### src/rtl/chroni_cfg_pkg.sv
package chroni_cfg_pkg;

   // register offsets on the cpu write port
   localparam logic [3:0] REG_CHARSET      = 4'h2;
   localparam logic [3:0] REG_PAL_INDEX    = 4'h4;
   localparam logic [3:0] REG_PAL_DATA     = 4'h5;  // low byte then high byte
   localparam logic [3:0] REG_VRAM_ADDR_LO = 4'h6;
   localparam logic [3:0] REG_VRAM_ADDR_HI = 4'h7;
   localparam logic [3:0] REG_VRAM_DATA    = 4'h9;  // autoincrementing data port

   // default sizes, the top level may override them
   localparam int DEF_LINE_CHARS = 8;
   localparam int DEF_VRAM_AW    = 12;

   localparam int PAL_IW     = 4;   // 16 palette entries
   localparam int COLOR_W    = 16;
   localparam int GLYPH_ROWS = 8;   // scanlines per glyph

endpackage

### src/rtl/chroni_types_pkg.sv
package chroni_types_pkg;

   typedef struct packed {
      logic [3:0] offset;
      logic [7:0] data;
      logic       wr_en;
   } cpu_wr_t;

   // addresses wider than the vram are truncated by the renderer
   typedef struct packed {
      logic [15:0] text_addr;
      logic [15:0] attr_addr;
      logic [2:0]  scan;
   } line_req_t;

   typedef struct packed {
      logic [7:0]                         bits;
      logic [chroni_cfg_pkg::PAL_IW-1:0]  on_idx;
      logic [chroni_cfg_pkg::PAL_IW-1:0]  off_idx;
      logic                               last;   // last character of the row
   } glyph_t;

   typedef struct packed {
      logic [chroni_cfg_pkg::PAL_IW-1:0]  idx;
      logic [chroni_cfg_pkg::COLOR_W-1:0] color;
      logic                               en;
   } pal_wr_t;

   typedef struct packed {
      logic [15:0] addr;
      logic [7:0]  data;
      logic        en;
   } vram_wr_t;

   typedef struct packed {
      logic [chroni_cfg_pkg::COLOR_W-1:0] color;
      logic                               last;
   } pix_out_t;

endpackage

### src/rtl/palette_shader.sv
`timescale 1ns/1ps

module palette_shader (
   input  logic                       sys_clk,
   input  logic                       rst_n,
   input  chroni_types_pkg::pal_wr_t  pal_wr,
   input  chroni_types_pkg::glyph_t   glyph,
   input  logic                       glyph_valid,
   output logic                       glyph_ready,
   output chroni_types_pkg::pix_out_t pix,
   output logic                       pix_valid,
   input  logic                       pix_ready
);
   import chroni_cfg_pkg::*;

   logic [COLOR_W-1:0] palette [2**PAL_IW];
   logic [7:0]         shift;       // msb is the current pixel
   logic [3:0]         bits_left;
   logic [PAL_IW-1:0]  on_idx;
   logic [PAL_IW-1:0]  off_idx;
   logic               row_last;

   always_ff @(posedge sys_clk) begin
      if (pal_wr.en) begin
         palette[pal_wr.idx] <= pal_wr.color;
      end
   end

   assign glyph_ready = (bits_left == 4'd0);
   assign pix_valid   = (bits_left != 4'd0);

   always_comb begin
      pix.color = palette[shift[7] ? on_idx : off_idx];
      pix.last  = row_last && (bits_left == 4'd1);
   end

   always_ff @(posedge sys_clk or negedge rst_n) begin
      if (!rst_n) begin
         bits_left <= 4'd0;
      end else if (glyph_valid && glyph_ready) begin
         bits_left <= 4'd8;
      end else if (pix_valid && pix_ready) begin
         bits_left <= bits_left - 1'b1;
      end
   end

   always_ff @(posedge sys_clk) begin
      if (glyph_valid && glyph_ready) begin
         shift    <= glyph.bits;
         on_idx   <= glyph.on_idx;
         off_idx  <= glyph.off_idx;
         row_last <= glyph.last;
      end else if (pix_valid && pix_ready) begin
         shift <= {shift[6:0], 1'b0};
      end
   end

   // a stalled pixel stays put until it is taken
   assert property (@(posedge sys_clk) disable iff (!rst_n)
         (pix_valid && !pix_ready) |=> (pix_valid && $stable(pix)))
      else $error("pix changed while stalled");

endmodule

### config.mk
export PLATFORM = sky130hd
export DESIGN_NAME = palette_shader
export DESIGN_NICKNAME = d
export VERILOG_FILES = /design/src/rtl/chroni_cfg_pkg.sv /design/src/rtl/chroni_types_pkg.sv /design/src/rtl/palette_shader.sv
export SDC_FILE = /design/constraint.sdc
export NUM_CORES = 1
export LEC_CHECK = 0
export BUFFER_PORTS_ARGS = -buffer_cell sky130_fd_sc_hd__buf_2
export CORE_MARGIN = 3
export CORE_UTILIZATION = 24
export CTS_CLUSTER_DIAMETER = 150
export DETAILED_ROUTE_END_ITERATION = 8
export PLACE_DENSITY = 0.35
export SLEW_MARGIN = 40
export SYNTH_ARGS = -nofsm -noshare
export SYNTH_HDL_FRONTEND = slang
export SYNTH_SLANG_ARGS = --single-unit
### constraint.sdc
create_clock -name sys_clk -period 3.7 [get_ports sys_clk]
set_input_delay 0.74 -clock sys_clk [delete_from_list [all_inputs] [get_ports sys_clk]]
set_output_delay 0.74 -clock sys_clk [all_outputs]
set_load 0.02 [all_outputs]
==> impl_metrics.py <==
metrics = {
    "synthesis": {
        "dominant_combinational_cell_family_by_area_after_synthesis": "multiplexers",
        "synth_cell_type_count": 30,
        "synthesis.instances": 581,
        "syn_nets": 626,
        "synth.avg_cell_area_um2": 18.55,
        "postSynthRegisterBits": 277,
        "yosys.area_share.adder_pct": 0.3483,
        "top_cells_by_instance_count_after_synthesis": "273 x sky130_fd_sc_hd__edfxtp_1, 129 x sky130_fd_sc_hd__mux2i_1, 64 x sky130_fd_sc_hd__o22ai_1",
        "synth_flop_cell": "sky130_fd_sc_hd__edfxtp_1",
        "synth_most_common_cell": "sky130_fd_sc_hd__edfxtp_1",
        "muxShareOfSynthArea_pct": 13.08,
        "synth_edf_count": 273,
        "synth-seq-area-share_pct": 76.99,
        "synth.cell_area_mm2": 0.01078,
        "asyncSetResetFlopFracSynth_pct": 1.444,
        "synth_compound_area_share_pct": 4.586,
        "synth_top_cells_by_area": "sky130_fd_sc_hd__edfxtp_1 76%, sky130_fd_sc_hd__mux2i_1 12%, sky130_fd_sc_hd__o22ai_1 3.7%",
        "synth_top_cell_by_area": "sky130_fd_sc_hd__edfxtp_1",
        "ys.warnings.count": 0,
        "post_synth_simple_gate_area_pct": 3.274,
        "synth-xor-area-share_pct": 0.1625,
        "synth_largest_type_area_fraction_pct": 76.06,
    },
    "power": {
        "cellLeakagePower_nw": 4.720,
        "p_per_area_mw_per_mm2": 608.1,
        "vdd_drop_max_mv": 0.2793,
    },
    "global_routing": {
        "overall_global_routing_usage_pct": 12.35,
        "grt.overflow.total": 0,
        "antenna_violations_before_repair": 1,
        "grt_pass1_vias": 6117,
        "maximum_number_of_pins_on_one_net_before_global_route_repair": 31,
        "grt_first_pass_wirelength_mm": 42.35,
    },
    "worst_setup_path": {
        "path_cells": "buf_4, mux2i_4, buf_12, buf_16, mux2i_1, o22ai_1, or4_1, buf_2",
        "crit_path_end_kind": "output port",
        "cp_slowest_stage_delay_ns": 0.63,
        "critical_path_class": "reg -> out",
        "cp.required_ns": 2.96,
        "delay_heaviest_family_cp": "buffers and inverters",
        "critPathSlowestCell": "sky130_fd_sc_hd__or4_1",
        "cp_data_arrival_time_ns": 2.83,
        "worst-path-buf-inv": 4,
        "critical_path.max_fanout": 21,
        "worst_setup_path_start_kind": "flip-flop",
    },
    "sta": {
        "finalSetupViolCount": 0,
        "max_slew_violation_total_from_the_final_report": 0,
        "finalClockSkew_ns": 0.002754,
        "rsz0062_at_grt": "no",
        "setup_total_negative_slack_ns": 0,
        "worst_hold_slack_ns": 0.03465,
        "timing_worst_slew_pin_value_ns": 0.8077,
        "hold_violations": 0,
        "timing.final.crit_share_pct": 96.43,
        "timing.max_slew.rel_slack_pct": 45.86,
        "fin_crit_ns": 3.568,
        "fmaxAchievable_ghz": 0.2803,
    },
    "run_status": {
        "run_status": "completed",
    },
    "clock_network": {
        "cts.sinks": 277,
        "insertion_delay_of_the_later_clocked_pin_in_the_worst_skew_pair_ns": 0.50,
        "cts_tree": "built",
        "cts_max_path_buffers": 3,
        "cts_root_cell": "sky130_fd_sc_hd__clkbuf_16",
        "postCtsHoldBufs": 0,
        "numCtsBuffers": 34,
        "clkSlewWorstSetupHoldPaths_ns": 0.06,
        "cts_htree_levels": 2,
    },
    "place": {
        "placed_cells_incl_taps": 1249,
        "hpwlAfterDp_mm": 17.84,
        "input_output_buffers": 60,
        "weighted_congestion_at_the_end_of_routability_driven_global_placement": 0.7398,
    },
    "detailed_routing": {
        "drt_first_pass_iters": 4,
        "routedWlPerCell_um": 22.42,
        "ant_nets": 0,
        "route.final.wire_length_mm": 29.49,
        "route.vias.total": 5721,
        "drcViolationCount": 0,
        "post_drt_via_cell_ratio": 4.351,
        "detail_route.iter0.violations": 317,
    },
    "layout": {
        "final-instance-count-excl-fill": 1315,
        "layout.core_utilization_pct": 30.16,
        "nNetsFinal": 747,
        "fillerInstances": 4394,
        "synthToLayoutAreaGrowth_pct": 24.00,
        "multiInputGateArea_mm2": 0.002394,
        "sequential_area_mm2": 0.008298,
        "drive_gt1_share_pct": 26.45,
    },
    "floorplan": {
        "die_w_um": 217.9,
        "io_pins": 61,
        "fp.dieH_um": 217.9,
        "design.core.area_mm2": 0.04432,
        "initial_util_pct": 24.32,
        "die_area_mm2": 0.04749,
        "core.rowCount": 77,
    },
    "job": {
        "cap_viol_max_count": 0,
    },
    "hold_path": {
        "worstHoldPathType": "in -> async",
    },
}
## cell type report
class	instances	area share, %
diodes	1	0.01872
inverters	5	0.1404
multi-input cells	275	17.91
flip-flops and latches	277	62.09
repair buffers	109	6.207
well taps	592	5.543
clock buffers	43	7.097
clock inverters	13	0.9924
## power by group
group | switching (W) | internal [W]
Sequential | 0.0000477 | 0.00357
Clock | 0.00123 | 0.00201
Combinational | 0.000740 | 0.000529
Total | 0.00202 | 0.00611
## placed cells by master, fill, tap and decap left out, types with 3 or more instances in the layout
cell type / count
sky130_fd_sc_hd__edfxtp_1: 273
sky130_fd_sc_hd__mux2i_1: 128
sky130_fd_sc_hd__o22ai_1: 64
sky130_fd_sc_hd__buf_2: 60
sky130_fd_sc_hd__clkbuf_16: 39
sky130_fd_sc_hd__buf_4: 38
sky130_fd_sc_hd__or4_1: 15
sky130_fd_sc_hd__nor2_2: 12
sky130_fd_sc_hd__mux2_2: 8
sky130_fd_sc_hd__clkbuf_1: 6
sky130_fd_sc_hd__clkinv_1: 6
sky130_fd_sc_hd__inv_1: 5
sky130_fd_sc_hd__buf_12: 5
sky130_fd_sc_hd__nor3b_1: 4
sky130_fd_sc_hd__o21ai_4: 4
sky130_fd_sc_hd__o21ai_2: 4
sky130_fd_sc_hd__nor3_2: 4
sky130_fd_sc_hd__dfrtp_1: 4
sky130_fd_sc_hd__clkinv_2: 4
sky130_fd_sc_hd__nor3_1: 3
sky130_fd_sc_hd__nand2b_1: 3
sky130_fd_sc_hd__nand2_1: 3
sky130_fd_sc_hd__ha_1: 3
sky130_fd_sc_hd__bufinv_16: 3
sky130_fd_sc_hd__buf_16: 3
## final timing paths
check	from	to	slack, ns	cells past startpoint
setup / recovery	shift[7]$_DFFE_PP_	pix[1]	0.13	8
hold / removal	rst_n	bits_left[3]$_DFFE_PN0P_	0.03	1
setup reg to reg	bits_left[1]$_DFFE_PN0P_	shift[7]$_DFFE_PP_	1.19	6
hold reg to reg	bits_left[2]$_DFFE_PN0P_	bits_left[2]$_DFFE_PN0P_	0.54	1
max in group asynchronous	rst_n	bits_left[1]$_DFFE_PN0P_	3.55	1
min in group sys_clk	glyph[0]	row_last$_DFFE_PP_	0.41	1
## sequential cells by signal, indices dropped and copies added, names as in the netlist
register and cells:
off_idx 4, palette 256, bits_left 4, on_idx 4, row_last 1, shift 8
## metal layers
metal	track usage [%]	vias up	share of wire (%)
li1	-	2608	-
met1	16.83	2929	45
met2	20.31	148	48
met3	2.355	36	5.4
met4	3.109	0	1.6
met5	0	-	0
## per-stage QoR
stage          area, µm²  total power (W)  setup WS, ns
3_3_place_gp       12120         0.004892        0.2863
3_5_place_dp       12140         0.004917        0.3218
4_1_cts            13230         0.008204     0.0006011
2_1_floorplan      10780         0.004429        0.9049
5_1_grt            13360         0.008474       0.01381
6_report           13360         0.008127        0.1319
## worst reg2reg max path: cells and delay by family, from the launching register on
kind                       cells  cell delay [ns]
and+or+nand+nor                3             1.21
buffers and inverters          2             0.42
adders and majority gates      1             0.15
DFF                            1             0.40
## repair_timing
item | 4_1_cts | 5_1_grt
endpoints found under the setup margin | 16 | 15
pin swaps | 0 | 2
gates cloned | 0 | 2
setup buffers | 1 | 6
resized for setup | 1 | 4
## logic make-up after synthesis
kind of cell | after synthesis
flops | 277
mux | 139
compound gates | 73
simple gates | 58
buf+inv | 29
fa+ha+maj | 3
xor+xnor | 2
Note: power is estimated with default switching activity, not from simulation.
