[config.mk]
export PLATFORM = sky130hd
export DESIGN_NAME = glyph_fetch
export DESIGN_NICKNAME = d
export VERILOG_FILES = /design/src/rtl/chroni_cfg_pkg.sv /design/src/rtl/chroni_types_pkg.sv /design/src/rtl/glyph_fetch.sv
export SDC_FILE = /design/constraint.sdc
export NUM_CORES = 1
export LEC_CHECK = 0
export BUFFER_PORTS_ARGS = -buffer_cell sky130_fd_sc_hd__buf_2
export CORE_MARGIN = 1.5
export CORE_UTILIZATION = 60
export CTS_CLUSTER_DIAMETER = 100
export DETAILED_ROUTE_END_ITERATION = 10
export PLACE_DENSITY = 0.82
export SYNTH_ARGS = -nofsm -noshare
export SYNTH_HDL_FRONTEND = slang
export SYNTH_SLANG_ARGS = --single-unit
[constraint.sdc]
create_clock -name sys_clk -period 7.1 [get_ports sys_clk]
set_input_delay 1.42 -clock sys_clk [delete_from_list [all_inputs] [get_ports sys_clk]]
set_output_delay 1.42 -clock sys_clk [all_outputs]
set_load 0.05 [all_outputs]
[src/rtl/chroni_cfg_pkg.sv]
package chroni_cfg_pkg;

   // register offsets on the cpu write port
   localparam logic [3:0] REG_CHARSET      = 4'h2;
   localparam logic [3:0] REG_PAL_INDEX    = 4'h4;
   localparam logic [3:0] REG_PAL_DATA     = 4'h5;  // low byte then high byte
   localparam logic [3:0] REG_VRAM_ADDR_LO = 4'h6;
   localparam logic [3:0] REG_VRAM_ADDR_HI = 4'h7;
   localparam logic [3:0] REG_VRAM_DATA    = 4'h9;  // autoincrementing data port

   // default sizes, the top level may override them
   localparam int DEF_LINE_CHARS = 8;
   localparam int DEF_VRAM_AW    = 12;

   localparam int PAL_IW     = 4;   // 16 palette entries
   localparam int COLOR_W    = 16;
   localparam int GLYPH_ROWS = 8;   // scanlines per glyph

endpackage

[src/rtl/chroni_types_pkg.sv]
package chroni_types_pkg;

   typedef struct packed {
      logic [3:0] offset;
      logic [7:0] data;
      logic       wr_en;
   } cpu_wr_t;

   // addresses wider than the vram are truncated by the renderer
   typedef struct packed {
      logic [15:0] text_addr;
      logic [15:0] attr_addr;
      logic [2:0]  scan;
   } line_req_t;

   typedef struct packed {
      logic [7:0]                         bits;
      logic [chroni_cfg_pkg::PAL_IW-1:0]  on_idx;
      logic [chroni_cfg_pkg::PAL_IW-1:0]  off_idx;
      logic                               last;   // last character of the row
   } glyph_t;

   typedef struct packed {
      logic [chroni_cfg_pkg::PAL_IW-1:0]  idx;
      logic [chroni_cfg_pkg::COLOR_W-1:0] color;
      logic                               en;
   } pal_wr_t;

   typedef struct packed {
      logic [15:0] addr;
      logic [7:0]  data;
      logic        en;
   } vram_wr_t;

   typedef struct packed {
      logic [chroni_cfg_pkg::COLOR_W-1:0] color;
      logic                               last;
   } pix_out_t;

endpackage

[src/rtl/glyph_fetch.sv]
`timescale 1ns/1ps

module glyph_fetch #(
   parameter int LINE_CHARS = chroni_cfg_pkg::DEF_LINE_CHARS,
   parameter int VRAM_AW    = chroni_cfg_pkg::DEF_VRAM_AW
) (
   input  logic                        sys_clk,
   input  logic                        rst_n,
   input  chroni_types_pkg::line_req_t req,
   input  logic                        req_valid,
   output logic                        req_ready,
   input  logic [7:0]                  charset_base,
   output logic [VRAM_AW-1:0]          rd_addr,
   input  logic [7:0]                  rd_data,
   output chroni_types_pkg::glyph_t    glyph,
   output logic                        glyph_valid,
   input  logic                        glyph_ready
);
   import chroni_cfg_pkg::*;

   localparam int IW = (LINE_CHARS > 1) ? $clog2(LINE_CHARS) : 1;
   localparam int GW = 18;   // holds base*1024 + code*8 + scan

   typedef enum logic [2:0] {
      ST_IDLE,
      ST_TEXT_RD,
      ST_ATTR_RD,
      ST_FONT_RD,
      ST_FONT_WAIT,
      ST_FONT_WRITE
   } state_t;

   state_t             state;
   logic [IW-1:0]      idx;
   logic               last_char;
   logic [VRAM_AW-1:0] text_base;
   logic [VRAM_AW-1:0] attr_base;
   logic [2:0]         scan;
   logic [7:0]         text_buf [LINE_CHARS];
   logic [7:0]         attr_buf [LINE_CHARS];
   logic               cap_en;     // read data of last cycle goes to a buffer
   logic               cap_attr;
   logic [IW-1:0]      cap_idx;
   logic [GW-1:0]      glyph_addr;

   assign req_ready = (state == ST_IDLE);
   assign last_char = (idx == IW'(LINE_CHARS - 1));

   assign glyph_addr = (GW'(charset_base) << 10) + GW'(text_buf[idx]) * GW'(GLYPH_ROWS)
                       + GW'(scan);

   always_comb begin
      case (state)
         ST_TEXT_RD: rd_addr = text_base + VRAM_AW'(idx);
         ST_ATTR_RD: rd_addr = attr_base + VRAM_AW'(idx);
         default:    rd_addr = glyph_addr[VRAM_AW-1:0];   // wraps at vram size
      endcase
   end

   always_ff @(posedge sys_clk or negedge rst_n) begin
      if (!rst_n) begin
         state       <= ST_IDLE;
         idx         <= '0;
         cap_en      <= 1'b0;
         glyph_valid <= 1'b0;
      end else begin
         cap_en <= 1'b0;
         case (state)
            ST_IDLE:
               if (req_valid) begin
                  idx   <= '0;
                  state <= ST_TEXT_RD;
               end
            ST_TEXT_RD: begin
               cap_en <= 1'b1;
               if (last_char) begin
                  idx   <= '0;
                  state <= ST_ATTR_RD;
               end else begin
                  idx <= idx + 1'b1;
               end
            end
            ST_ATTR_RD: begin
               cap_en <= 1'b1;
               if (last_char) begin
                  idx   <= '0;
                  state <= ST_FONT_RD;
               end else begin
                  idx <= idx + 1'b1;
               end
            end
            ST_FONT_RD:
               state <= ST_FONT_WAIT;   // glyph byte is on rd_data next cycle
            ST_FONT_WAIT: begin
               glyph_valid <= 1'b1;
               state       <= ST_FONT_WRITE;
            end
            ST_FONT_WRITE:
               if (glyph_ready) begin
                  glyph_valid <= 1'b0;
                  if (last_char) begin
                     state <= ST_IDLE;
                  end else begin
                     idx   <= idx + 1'b1;
                     state <= ST_FONT_RD;
                  end
               end
            default:
               state <= ST_IDLE;
         endcase
      end
   end

   always_ff @(posedge sys_clk) begin
      if (req_valid && req_ready) begin
         text_base <= req.text_addr[VRAM_AW-1:0];
         attr_base <= req.attr_addr[VRAM_AW-1:0];
         scan      <= req.scan;
      end
      cap_attr <= (state == ST_ATTR_RD);
      cap_idx  <= idx;
      if (cap_en) begin
         if (cap_attr) begin
            attr_buf[cap_idx] <= rd_data;
         end else begin
            text_buf[cap_idx] <= rd_data;
         end
      end
      if (state == ST_FONT_WAIT) begin
         glyph.bits    <= rd_data;
         glyph.on_idx  <= attr_buf[idx][PAL_IW-1:0];          // low nibble for set bits
         glyph.off_idx <= attr_buf[idx][2*PAL_IW-1:PAL_IW];
         glyph.last    <= last_char;
      end
   end

   // no new row is taken until the last glyph of the current one has left
   assert property (@(posedge sys_clk) disable iff (!rst_n)
         (req_valid && req_ready) |=>
            (!req_ready until_with (glyph_valid && glyph_ready && glyph.last)))
      else $error("request port reopened before the row finished");

endmodule

==> impl_metrics.sql <==
INSERT INTO impl_metrics (metric_group, metric, value, unit) VALUES
('run_status', 'run_status', 'complete, no violations', ''),
('pwr', 'switching_component_of_the_power', '1.20', 'mW'),
('sta', 'hold_slack', '0.538', 'ns'),
('pwr', 'report.power.total', '3.46', 'mW'),
('grt', 'globalRouteOverflowTotal', '0', ''),
('synth', 'post_synthesis_instance_total', '407', ''),
('worst_setup_path', 'cp_data_arrival_time', '4.00', 'ns'),
('sta', 'final_count_of_pins_violating_max_slew', '0', ''),
('pwr', 'switching_share', '34.8', '%'),
('pwr', 'part_of_the_total_power_dissipated_in_sequential_elements', '41.2', '%'),
('drt', 'drc_violation_count_after_routing', '0', ''),
('final_layout', 'diodes', '0', ''),
('pwr', 'peakVddDrop', '0.260', 'mV'),
('worst_setup_path', 'worst_endpoint_required_time', '5.68', 'ns'),
('grt', 'met1_use_gr', '28.6', '%'),
('clocking', 'max-clock-path-buffers', '2', ''),
('die', 'floorplan.initialDensity', '61.7', '%'),
('drt', 'detail_route.iter0.violations', '381', ''),
('grt', 'gr-max-usage-layer', 'met2', ''),
('synth', 'yosysWarningCount', '0', ''),
('placed_design', 'portBuffers', '71', ''),
('clocking', 'clock_tree_from_tritoncts', 'built', ''),
('worst_setup_path', 'cp_cell_sequence', 'or3b_1 > inv_2 > nand2_1 > nand2_1 > ha_1 > fa_1 > a21oi_1 > nor3_1 > xnor2_1 > nand2_1 > a31o_2 > buf_2', ''),
('drt', 'first_pass_iters', '5', ''),
('final_layout', 'stdcell_area', '8490', 'µm²'),
('sta', 'report.final.setup_viol', '0', ''),
('die', 'floorplan.die.height', '114', 'µm'),
('worst_setup_path', 'cpMaxStageDelayCell', 'or3b_1', ''),
('die', 'die_width', '114', 'µm'),
('synth', 'mappedNetlistArea', '7410', 'µm²'),
('placed_design', 'place_congestion', '0.853', ''),
('clocking', 'cts_num_sinks', '184', ''),
('sta', 'grt_setup_unrepaired', 'false', ''),
('worst_setup_path', 'worst-path-buf-inv', '2', ''),
('sta', 'tightest_slew', '1.18', 'ns'),
('worst_setup_path', 'max_stage_delay', '0.63', 'ns'),
('clocking', 'post_cts.repair.setup_buffers', '0', ''),
('grt', 'gr_util_all_layers', '22.6', '%'),
('final_layout', 'areaGrowthSynthToFinish', '14.5', '%'),
('synth', 'asyncSetResetFlopFracSynth', '4.35', '%'),
('synth', 'synth.yosys.seq_area_share', '73.5', '%'),
('grt', 'grt_antenna_before_repair', '0', ''),
('worst_hold_path', 'holdCritPathClass', 'reg -> reg', ''),
('final_layout', 'finalCoreUtilization', '70.7', '%'),
('pwr', 'power.leakage', '2.92', 'nW'),
('die', 'floorplan.rows', '40', ''),
('grt', 'met2_demand_to_capacity_share_in_global_routing', '37.6', '%'),
('drt', 'drt-wirelength-per-cell', '21.1', 'µm'),
('synth', 'post_synth.cell_area_avg', '18.2', 'µm²'),
('clocking', 'cts_max_level', '4', ''),
('drt', 'route.vias.total', '3930', ''),
('final_layout', 'finalNetCount', '550', ''),
('die', 'core_region_area', '12000', 'µm²'),
('drt', 'route.antenna.remaining_nets', '0', ''),
('worst_setup_path', 'startpoint_type', 'flip-flop', ''),
('sta', 'period_needed', '5.42', 'ns'),
('clocking', 'cts-root-buf', 'clkbuf_16', ''),
('placed_design', 'placed_cells_incl_taps', '616', ''),
('die', 'ios', '86', ''),
('synth', 'synth_cell_type_count', '51', ''),
('sta', 'postLayoutSetupSlackWorst', '1.68', 'ns'),
('sta', 'min_period_over_period', '76.3', '%'),
('worst_setup_path', 'crit_path_max_fanout', '16', ''),
('synth', 'synthesis.nets', '469', ''),
('sta', 'max_clock_freq', '185', 'MHz'),
('die', 'total_die_area', '13000', 'µm²'),
('clocking', 'cts_hold_repair.buffers', '0', ''),
('grt', 'grt_util_met3', '4.92', '%'),
('drt', 'vias_per_cell', '6.06', ''),
('pwr', 'internal_power', '2.26', 'mW'),
('pwr', 'comb_power_share', '32.6', '%');
kinds of logic (layout without fill, tap and decap cells):
logic type | count (synthesis) | count (layout) | synth area share (%)
compound gates | 39 | 39 | 3.44
xor+xnor | 13 | 13 | 1.54
fa+ha+maj | 7 | 7 | 1.28
buf+inv | 20 | 114 | 1.47
flops | 184 | 184 | 73.5
mux | 53 | 53 | 12.8
simple gates | 91 | 91 | 6.01
worst paths after layout:
path	startpoint	cells after the start	to	slack (ns)
min reg2reg	glyph_valid	2	glyph_valid	0.54
max	state[2]	12	rd_addr[8]	1.68
min in group asynchronous	rst_n	1	state[2]	0.82
max in group asynchronous	rst_n	1	idx[0]	6.10
min	glyph_valid	2	glyph_valid	0.54
max reg2reg	idx[0]	3	glyph[5]	4.79
layout make-up:
| class | instances | area, µm² | share of cell area, % |
|---|---|---|---|
| Multi-Input combinational cell | 203 | 1860 | 21.9 |
| Clock buffer | 18 | 429 | 5.06 |
| Tap cell | 147 | 184 | 2.17 |
| Clock inverter | 14 | 139 | 1.64 |
| Sequential cell | 184 | 5450 | 64.2 |
| Inverter | 2 | 7.51 | 0.0885 |
| Timing Repair Buffer | 80 | 423 | 4.98 |
tightest hold or removal path, stage by stage (launching register included):
cell,delay (ns)
dfrtp_1,0.35
o21ai_0,0.08
o21ai_0,0.07
cells in the final DEF (no fill, tap or decap), types with 7 or more instances in the layout:
cell and n:
nor2_1 25, clkbuf_16 17, edfxtp_1 172, nand2_1 25, mux4_2 32, buf_2 71, buf_4 9, o21ai_0 8
a21oi_1 11, nor3_1 9, dfrtp_1 7, xnor2_1 9, mux2i_1 7, mux2_2 14
registers in the layout, indices dropped and copies added, names as in the netlist:
| name | count |
|---|---|
| cap_attr | 1 |
| text_buf | 64 |
| glyph | 17 |
| state | 3 |
| cap_idx | 3 |
| text_base | 12 |
| idx | 3 |
| glyph_valid | 1 |
| cap_en | 1 |
| scan | 3 |
| attr_buf | 64 |
| attr_base | 12 |
layer usage:
metal	part of all wire, %	routed length, µm
met3	6.5	882
met1	39	5270
met5	0	0
met2	52	7130
met4	2.6	357
cells in the mapped netlist (all sizes together), types with 3 or more instances:
master | count | area, µm²
a211oi | 4 | 30.0
a21oi | 12 | 63.8
a31o | 3 | 26.3
and2 | 3 | 18.8
buf | 10 | 71.3
clkbuf | 8 | 30.0
dfrtp | 8 | 200
dfxtp | 4 | 80.1
edfxtp | 172 | 5160
ha | 6 | 75.1
mux2 | 14 | 158
mux2i | 7 | 70.1
mux4 | 32 | 721
nand2 | 25 | 93.8
nand2b | 6 | 37.5
nand3 | 4 | 20.0
nand4 | 3 | 18.8
nor2 | 25 | 93.8
nor2b | 5 | 31.3
nor3 | 9 | 45.0
o21ai | 8 | 40.0
xnor2 | 9 | 78.8
xor2 | 4 | 35.0
power by group through the flow:
stage               Sequential [mW]  Combinational (mW)  Clock [mW]
floorplan                      1.44               0.862           0
global placement               1.44                1.11           0
detailed placement             1.45                1.13           0
CTS                            1.43                1.14       0.918
global route                   1.44                1.20       0.959
finish                         1.42                1.13       0.909
Note: power is estimated with default switching activity, not from simulation.
