--- src/rtl/chroni_cfg_pkg.sv ---
package chroni_cfg_pkg;

   // register offsets on the cpu write port
   localparam logic [3:0] REG_CHARSET      = 4'h2;
   localparam logic [3:0] REG_PAL_INDEX    = 4'h4;
   localparam logic [3:0] REG_PAL_DATA     = 4'h5;  // low byte then high byte
   localparam logic [3:0] REG_VRAM_ADDR_LO = 4'h6;
   localparam logic [3:0] REG_VRAM_ADDR_HI = 4'h7;
   localparam logic [3:0] REG_VRAM_DATA    = 4'h9;  // autoincrementing data port

   // default sizes, the top level may override them
   localparam int DEF_LINE_CHARS = 8;
   localparam int DEF_VRAM_AW    = 12;

   localparam int PAL_IW     = 4;   // 16 palette entries
   localparam int COLOR_W    = 16;
   localparam int GLYPH_ROWS = 8;   // scanlines per glyph

endpackage

--- src/rtl/chroni_types_pkg.sv ---
package chroni_types_pkg;

   typedef struct packed {
      logic [3:0] offset;
      logic [7:0] data;
      logic       wr_en;
   } cpu_wr_t;

   // addresses wider than the vram are truncated by the renderer
   typedef struct packed {
      logic [15:0] text_addr;
      logic [15:0] attr_addr;
      logic [2:0]  scan;
   } line_req_t;

   typedef struct packed {
      logic [7:0]                         bits;
      logic [chroni_cfg_pkg::PAL_IW-1:0]  on_idx;
      logic [chroni_cfg_pkg::PAL_IW-1:0]  off_idx;
      logic                               last;   // last character of the row
   } glyph_t;

   typedef struct packed {
      logic [chroni_cfg_pkg::PAL_IW-1:0]  idx;
      logic [chroni_cfg_pkg::COLOR_W-1:0] color;
      logic                               en;
   } pal_wr_t;

   typedef struct packed {
      logic [15:0] addr;
      logic [7:0]  data;
      logic        en;
   } vram_wr_t;

   typedef struct packed {
      logic [chroni_cfg_pkg::COLOR_W-1:0] color;
      logic                               last;
   } pix_out_t;

endpackage

--- src/rtl/chroni_regs.sv ---
`timescale 1ns/1ps

module chroni_regs #(
   parameter int VRAM_AW = chroni_cfg_pkg::DEF_VRAM_AW
) (
   input  logic                       sys_clk,
   input  logic                       rst_n,
   input  chroni_types_pkg::cpu_wr_t  cpu,
   output chroni_types_pkg::vram_wr_t vram_wr,
   output chroni_types_pkg::pal_wr_t  pal_wr,
   output logic [7:0]                 charset_base
);
   import chroni_cfg_pkg::*;

   typedef enum logic [1:0] {
      PAL_LO,
      PAL_HI,
      PAL_WRITE
   } pal_state_t;

   pal_state_t         pal_state;
   logic [PAL_IW-1:0]  pal_index;
   logic [COLOR_W-1:0] pal_value;
   logic [VRAM_AW-1:0] vram_addr;   // next data port address

   always_ff @(posedge sys_clk or negedge rst_n) begin
      if (!rst_n) begin
         pal_state    <= PAL_LO;
         pal_index    <= '0;
         pal_value    <= '0;
         vram_addr    <= '0;
         vram_wr      <= '0;
         pal_wr       <= '0;
         charset_base <= '0;
      end else begin
         vram_wr.en <= 1'b0;
         pal_wr.en  <= 1'b0;
         if (cpu.wr_en) begin
            case (cpu.offset)
               REG_CHARSET:
                  charset_base <= cpu.data;
               REG_PAL_INDEX: begin
                  pal_index <= cpu.data[PAL_IW-1:0];
                  pal_state <= PAL_LO;   // restart the byte pair
               end
               REG_PAL_DATA: begin
                  if (pal_state == PAL_LO) begin
                     pal_value[7:0] <= cpu.data;
                     pal_state      <= PAL_HI;
                  end else begin
                     pal_value[COLOR_W-1:8] <= cpu.data;
                     pal_state              <= PAL_WRITE;
                  end
               end
               REG_VRAM_ADDR_LO:
                  vram_addr[7:0] <= cpu.data;
               REG_VRAM_ADDR_HI:
                  vram_addr <= VRAM_AW'({cpu.data, vram_addr[7:0]});
               REG_VRAM_DATA: begin
                  vram_wr.en   <= 1'b1;
                  vram_wr.addr <= 16'(vram_addr);
                  vram_wr.data <= cpu.data;
                  vram_addr    <= vram_addr + 1'b1;
               end
               default: ;
            endcase
         end else if (pal_state == PAL_WRITE) begin
            // commit on a quiet port cycle
            pal_wr.en    <= 1'b1;
            pal_wr.idx   <= pal_index;
            pal_wr.color <= pal_value;
            pal_index    <= pal_index + 1'b1;
            pal_state    <= PAL_LO;
         end
      end
   end

   // a finished byte pair reaches the palette right after the next quiet port cycle
   assert property (@(posedge sys_clk) disable iff (!rst_n)
         (cpu.wr_en && cpu.offset == REG_PAL_DATA && pal_state == PAL_HI) ##1 !cpu.wr_en
            |=> (pal_wr.en && pal_wr.color[COLOR_W-1:8] == $past(cpu.data, 2)))
      else $error("palette pair not written after the quiet cycle");

endmodule

--- config.mk ---
export PLATFORM = sky130hd
export DESIGN_NAME = chroni_regs
export DESIGN_NICKNAME = d
export VERILOG_FILES = /design/src/rtl/chroni_cfg_pkg.sv /design/src/rtl/chroni_types_pkg.sv /design/src/rtl/chroni_regs.sv
export SDC_FILE = /design/constraint.sdc
export NUM_CORES = 1
export LEC_CHECK = 0
export BUFFER_PORTS_ARGS = -buffer_cell sky130_fd_sc_hd__buf_2
export CORE_UTILIZATION = 55
export CTS_CLUSTER_SIZE = 24
export DETAILED_ROUTE_END_ITERATION = 12
export HOLD_SLACK_MARGIN = 0.08
export MAX_ROUTING_LAYER = met4
export PLACE_DENSITY = 0.77
export SYNTH_ARGS = -nofsm -noshare
export SYNTH_HDL_FRONTEND = slang
export SYNTH_SLANG_ARGS = --single-unit
--- constraint.sdc ---
create_clock -name sys_clk -period 1.6 [get_ports sys_clk]
set_clock_uncertainty 0.05 [all_clocks]
set_input_delay 0 -clock sys_clk [delete_from_list [all_inputs] [get_ports sys_clk]]
set_output_delay 0 -clock sys_clk [all_outputs]
set_load 0.1 [all_outputs]
==> metrics.cfg, run 1 <==
[routing]
drc=0
via_count=2482
dr.pass1.iters=4
drtIter0Drc=194
routed_wl_um=7351
antenna_left=0
via_per_inst=5.540
wl_per_cell_um=16.41

[global_route]
antenna_found_initial=0
grt_max_degree=35
grt-ovfl-total=0
first_global_vias=2494
globalRouteTotalUtil_pct=24.07
grt_pass1_wl_um=12400

[worst_setup_path]
worstReg2RegEnd=pal_wr[7]$_DFFE_PN0P_
crit_start=cpu[11]
reg2reg_from=pal_state[0]$_DFFE_PN0P_
cp_max_fo=9
rr_worst_depth=3
start_kind=input port
critical_path_required_ps=1780
endpoint=pal_value[5]$_DFFE_PN0P_
r2r_slack_ps=100
crit_type=input port to flop
critPathArrivalTime_ps=1750
cp-end-kind=flop

[sta]
setup_viol=0
finalCriticalPeriod_ps=1575
slew_violations=0
fmax_mhz=634.9
period_share_pct=98.44
hold_violations=0
grt_setup_unrepaired=yes

[final_layout]
fin_nets=384
instances_no_fill=448
antenna_cells=0
multiInputGateArea_um2=1441
areaGrowthSynthToFinish_pct=23.73
fillers=464
finalInstanceArea_um2=4494
drive_gt1_share_pct=46.36
seqCellArea_um2=2102

[logic_synthesis]
ys_seq_area_share_pct=57.87
syn-instance-count=273
yosysMostFrequentCell=dfrtp_1
synth_warnings=0
yosysUniqueCellTypes=40
synth_top_area_cell=dfrtp_1
synth_area_leaders=dfrtp_1, mux2_2, nand2_1, a2bb2oi_1, buf_4
synth_ff_type=dfrtp_1
syn_area_um2=3632
synthTopCellsByCount=dfrtp_1, mux2_2, nand2_1, o21ai_0
async_reset_ff_share_pct=100.0
synth_top_area_share_pct=57.87
synth_area_per_cell_um2=13.30
ys_ff_latch=84
synth-edff-count=0

[floorplanning]
io_pins=69
die_area_um2=6933
num_rows=29
start_util_pct=57.20
coreArea_um2=6350
die_w_um=83.27
fp.dieH_um=83.27

[placement]
port_buffers=64
place.gp.congestion=0.7975
hpwl_um=5023
dp.cells=417
dpl_cell_area_um2=4106

[clocking]
clk_pin_slew_ps=90
tritoncts=built
htree_levels=3
clk_latency_ps=340
cts_root_buffer=clkbuf_8
cts_buffer_depth=2
cts_buffers=9
cts.sinks=84

[outcome]
outcome=finished clean

[worst_hold_path]
hold_class=input port to asynchronous set/reset pin

[job]
drv_cap=0

## registers in the layout, indices dropped and copies added (netlist names)
signal        cells
charset_base      8
pal_wr           21
vram_wr          21
pal_index         4
vram_addr        12
pal_value        16
pal_state         2
## final cells by class
type                    count  share of cell area, %
clock buffers              10                  3.062
clock inverters             5                  1.921
inverters                   4                 0.3341
multi-input cells         172                  32.07
flip-flops and latches     84                  46.77
well taps                  77                  2.144
repair buffers             96                  13.70
## cells by family (layout without fill, tap and decap cells)
kind of cell               count (synthesis)  in the layout  share of synthesized area (%)
DFF                                       84             84                          57.87
AOI/OAI and AO/OA                         41             41                          7.475
adders and majority gates                  2              2                         0.6888
buffers and inverters                     20            115                          3.031
muxes                                     69             69                          21.25
other                                      1              4                         0.1032
and+or+nand+nor                           56             56                          9.576
## cells in the final DEF (no fill, tap or decap), types with 2 or more instances in the layout
master          n
a21boi_1        2
a21oi_1         8
a2bb2oi_1       7
and3_1          5
buf_2          63
buf_4          17
buf_6           2
bufinv_16       2
clkbuf_8       10
clkinv_4        3
conb_1          4
dfrtp_1        84
dlygate4sd3_1  13
ha_1            2
inv_1           4
mux2_1          2
mux2_2         63
mux2i_1         4
nand2_1        17
nand2b_1        3
nand3_1         8
nand3b_1        2
nand4_1         4
nor2_1          5
nor3b_4         2
o21ai_0        10
o221a_2         2
o22ai_1         7
## per-stage QoR
stage | utilization [%] | setup TNS, ps | setup slack (ps) | hold WS [ps]
final | 70.78 | 0 | 24.96 | 104.7
after detailed placement | 64.67 | 0 | 59.67 | -198.0
after CTS | 70.25 | 0 | 25.38 | 87.77
after global placement | 64.67 | 0 | 144.5 | -196.9
after floorplan | - | 0 | 132.6 | -345.6
after global routing | 70.78 | -231.6 | -55.94 | 130.8
## metal layers
| metal | GRT usage (%) | wire length [um] |
|---|---|---|
| met5 | - | 0 |
| met4 | 9.404 | 140 |
| met3 | 5.368 | 353 |
| met2 | 35.92 | 3423 |
| met1 | 32.43 | 3434 |
## how the worst min path moves through the flow
stage | end | depth (start not counted)
2_1_floorplan | charset_base[0]$_DFFE_PN0P_ | 0
3_3_place_gp | vram_wr[6]$_DFFE_PN0P_ | 1
3_5_place_dp | vram_wr[6]$_DFFE_PN0P_ | 1
4_1_cts | vram_addr[9]$_DFFE_PN0P_ | 5
5_1_grt | vram_addr[10]$_DFFE_PN0P_ | 4
6_report | pal_wr[2]$_DFFE_PN0P_ | 3
## repair_timing
| item | in CTS | in global routing |
|---|---|---|
| hold buffers | 13 | 0 |
| buffers inserted | 0 | 3 |
| resized for setup | 0 | 4 |
| endpoints found under the setup margin | 0 | 40 |
| hold endpoints to repair | 131 | 0 |
## worst max-delay path, stage by stage
cell	delay, ps
dlygate4sd3_1	520
buf_2	160
and2b_2	200
nor3b_4	230
nand3_2	250
mux2_1	380
Power of run 1 is not shown: default switching activity piles up to over one toggle a cycle in this logic, so the estimate is an artifact.
==> run 2: changes to the inputs <==
==> constraint.sdc (replaced) <==
create_clock -name sys_clk -period 1.6 [get_ports sys_clk]
set_clock_uncertainty 0.05 [all_clocks]
set_input_delay 0.32 -clock sys_clk [delete_from_list [all_inputs] [get_ports sys_clk]]
set_output_delay 0.32 -clock sys_clk [all_outputs]
set_load 0.1 [all_outputs]
==> run 2 against run 1 <==
Non-clock buffer count down 4. Wire length up 4.0%. Worst setup slack better by 50 ps. Hold slack improved by 120 ps. Maximum frequency increased by 3.2%. First-iteration DRC count is 13% lower. Sequential cell count unchanged. Cell count shrank 0.67%. Core utilization up 0.24 points. Die area unchanged.
==> metrics.cfg, run 2 (synthesis results as in run 1) <==
[outcome]
outcome=finished clean

[final_layout]
drive_gt1_share_pct=48.91
areaGrowthSynthToFinish_pct=24.15
final_common_cell=dfrtp_1
instances_no_fill=445
mostFrequentLayoutCells=dfrtp_1, mux2_2, buf_2
fin_nets=380
antenna_cells=0
fin_util_pct=71.01
largest_registers=pal_wr: 21 flops, vram_wr: 21 flops, pal_value: 16 flops

[clocking]
cts_root_buffer=clkbuf_8
clk_pin_slew_ps=80
htree_levels=3
cts_buffer_depth=2
cts_buffers=9
clk_latency_ps=360
postCtsSetupRepairBufs=0
cts.sinks=84
tritoncts=built

[worst_setup_path]
cp_slowest_stage_delay_ps=430
slowest_stage=buf_2
cp_max_fo=2
cp_num_buf_inv=1
crit_type=flop to primary output
critical_path.top_delay_family=buffers and inverters
critical_path_required_ps=1230
path_cells=buf_2
critPathArrivalTime_ps=1160
start_kind=flop
cp-end-kind=primary output

[routing]
drc=0
antenna_left=0
via_count=2562
drtIter0Drc=168
via_per_inst=5.757
wl_per_cell_um=17.17
routed_wl_um=7642
dr.pass1.iters=5

[job]
drv_cap=0

[global_route]
antenna_found_initial=0
globalRouteTotalUtil_pct=24.92
grt_max_degree=31
grt-ovfl-total=0
grt_pass1_wl_um=12750
first_global_vias=2514

[sta]
setup_viol=0
period_share_pct=95.34
relSlewSlack_pct=63.17
tns_ps=0
slew_violations=0
worstMarginPinSlew_ps=548.8
hold_violations=0
finalCriticalPeriod_ps=1525
fmax_mhz=655.5
grt_setup_unrepaired=no

[floorplanning]
coreArea_um2=6350
die_area_um2=6933
num_rows=29
die_w_um=83.27
start_util_pct=57.20
io_pins=69
fp.dieH_um=83.27

[worst_hold_path]
hold_class=input port to flop

[placement]
hpwl_um=5276
place.gp.congestion=0.8503
port_buffers=64
dp.cells=428

-- run 2: cell types whose count changed in the layout (fill, tap and decap cells not counted), sizes merged --
cell / before / now
bufinv: 2 / 4
clkbuf: 10 / 9
inv: 4 / 6
dlygate4sd3: 13 / 1
buf: 83 / 91
clkinv: 3 / 1
-- run 2: layout make-up --
cell class                 count  area (um^2)
tap                           77        96.34
multi-input combinational    172         1440
clock inverter                 7        146.4
clock buffer                   9        123.9
inverter                       4        15.01
timing repair buffer          92        585.6
sequential                    84         2102
fill                         444         1841
-- run 2: through the flow --
step | hold WS (ps) | area [um^2] | setup slack [ps]
after floorplan | -25.59 | 3643 | 56.54
after detailed placement | 217.7 | 4227 | -146.0
after CTS | 213.6 | 4507 | 58.06
after global placement | 216.0 | 4227 | -49.87
after global routing | 232.8 | 4509 | 23.86
final | 220.4 | 4509 | 74.52
-- run 2: repair_timing --
| item | CTS | global route |
|---|---|---|
| hold buffers | 1 | 0 |
| resized for setup | 0 | 1 |
| endpoints found under the hold margin | 26 | 0 |
| setup endpoints to repair | 0 | 2 |
-- run 2: worst paths after layout --
kind | startpoint | endpoint | slack, ps | cells past startpoint
hold / removal | cpu[8] | pal_value[15]$_DFFE_PN0P_ | 220 | 2
setup / recovery | pal_wr[5]$_DFFE_PN0P_ | pal_wr[5] | 70 | 1
hold reg to reg | vram_wr[18]$_DFFE_PN0P_ | vram_wr[18]$_DFFE_PN0P_ | 440 | 2
min in group asynchronous | rst_n | vram_wr[2]$_DFFE_PN0P_ | 370 | 2
setup reg to reg | pal_state[0]$_DFFE_PN0P_ | pal_wr[5]$_DFFE_PN0P_ | 120 | 3
max in group asynchronous | rst_n | pal_wr[20]$_DFFE_PN0P_ | 650 | 3
-- run 2: layer usage --
layer  up-vias  global-route usage [%]  share of wire [%]
met4         0                   13.64                2.1
li1       1173                       -                  -
met1      1301                   32.34                 45
met5         -                       -                  0
met2        75                   37.70                 49
met3        13                   4.175                4.0
Power of run 2 is left out for the same reason.
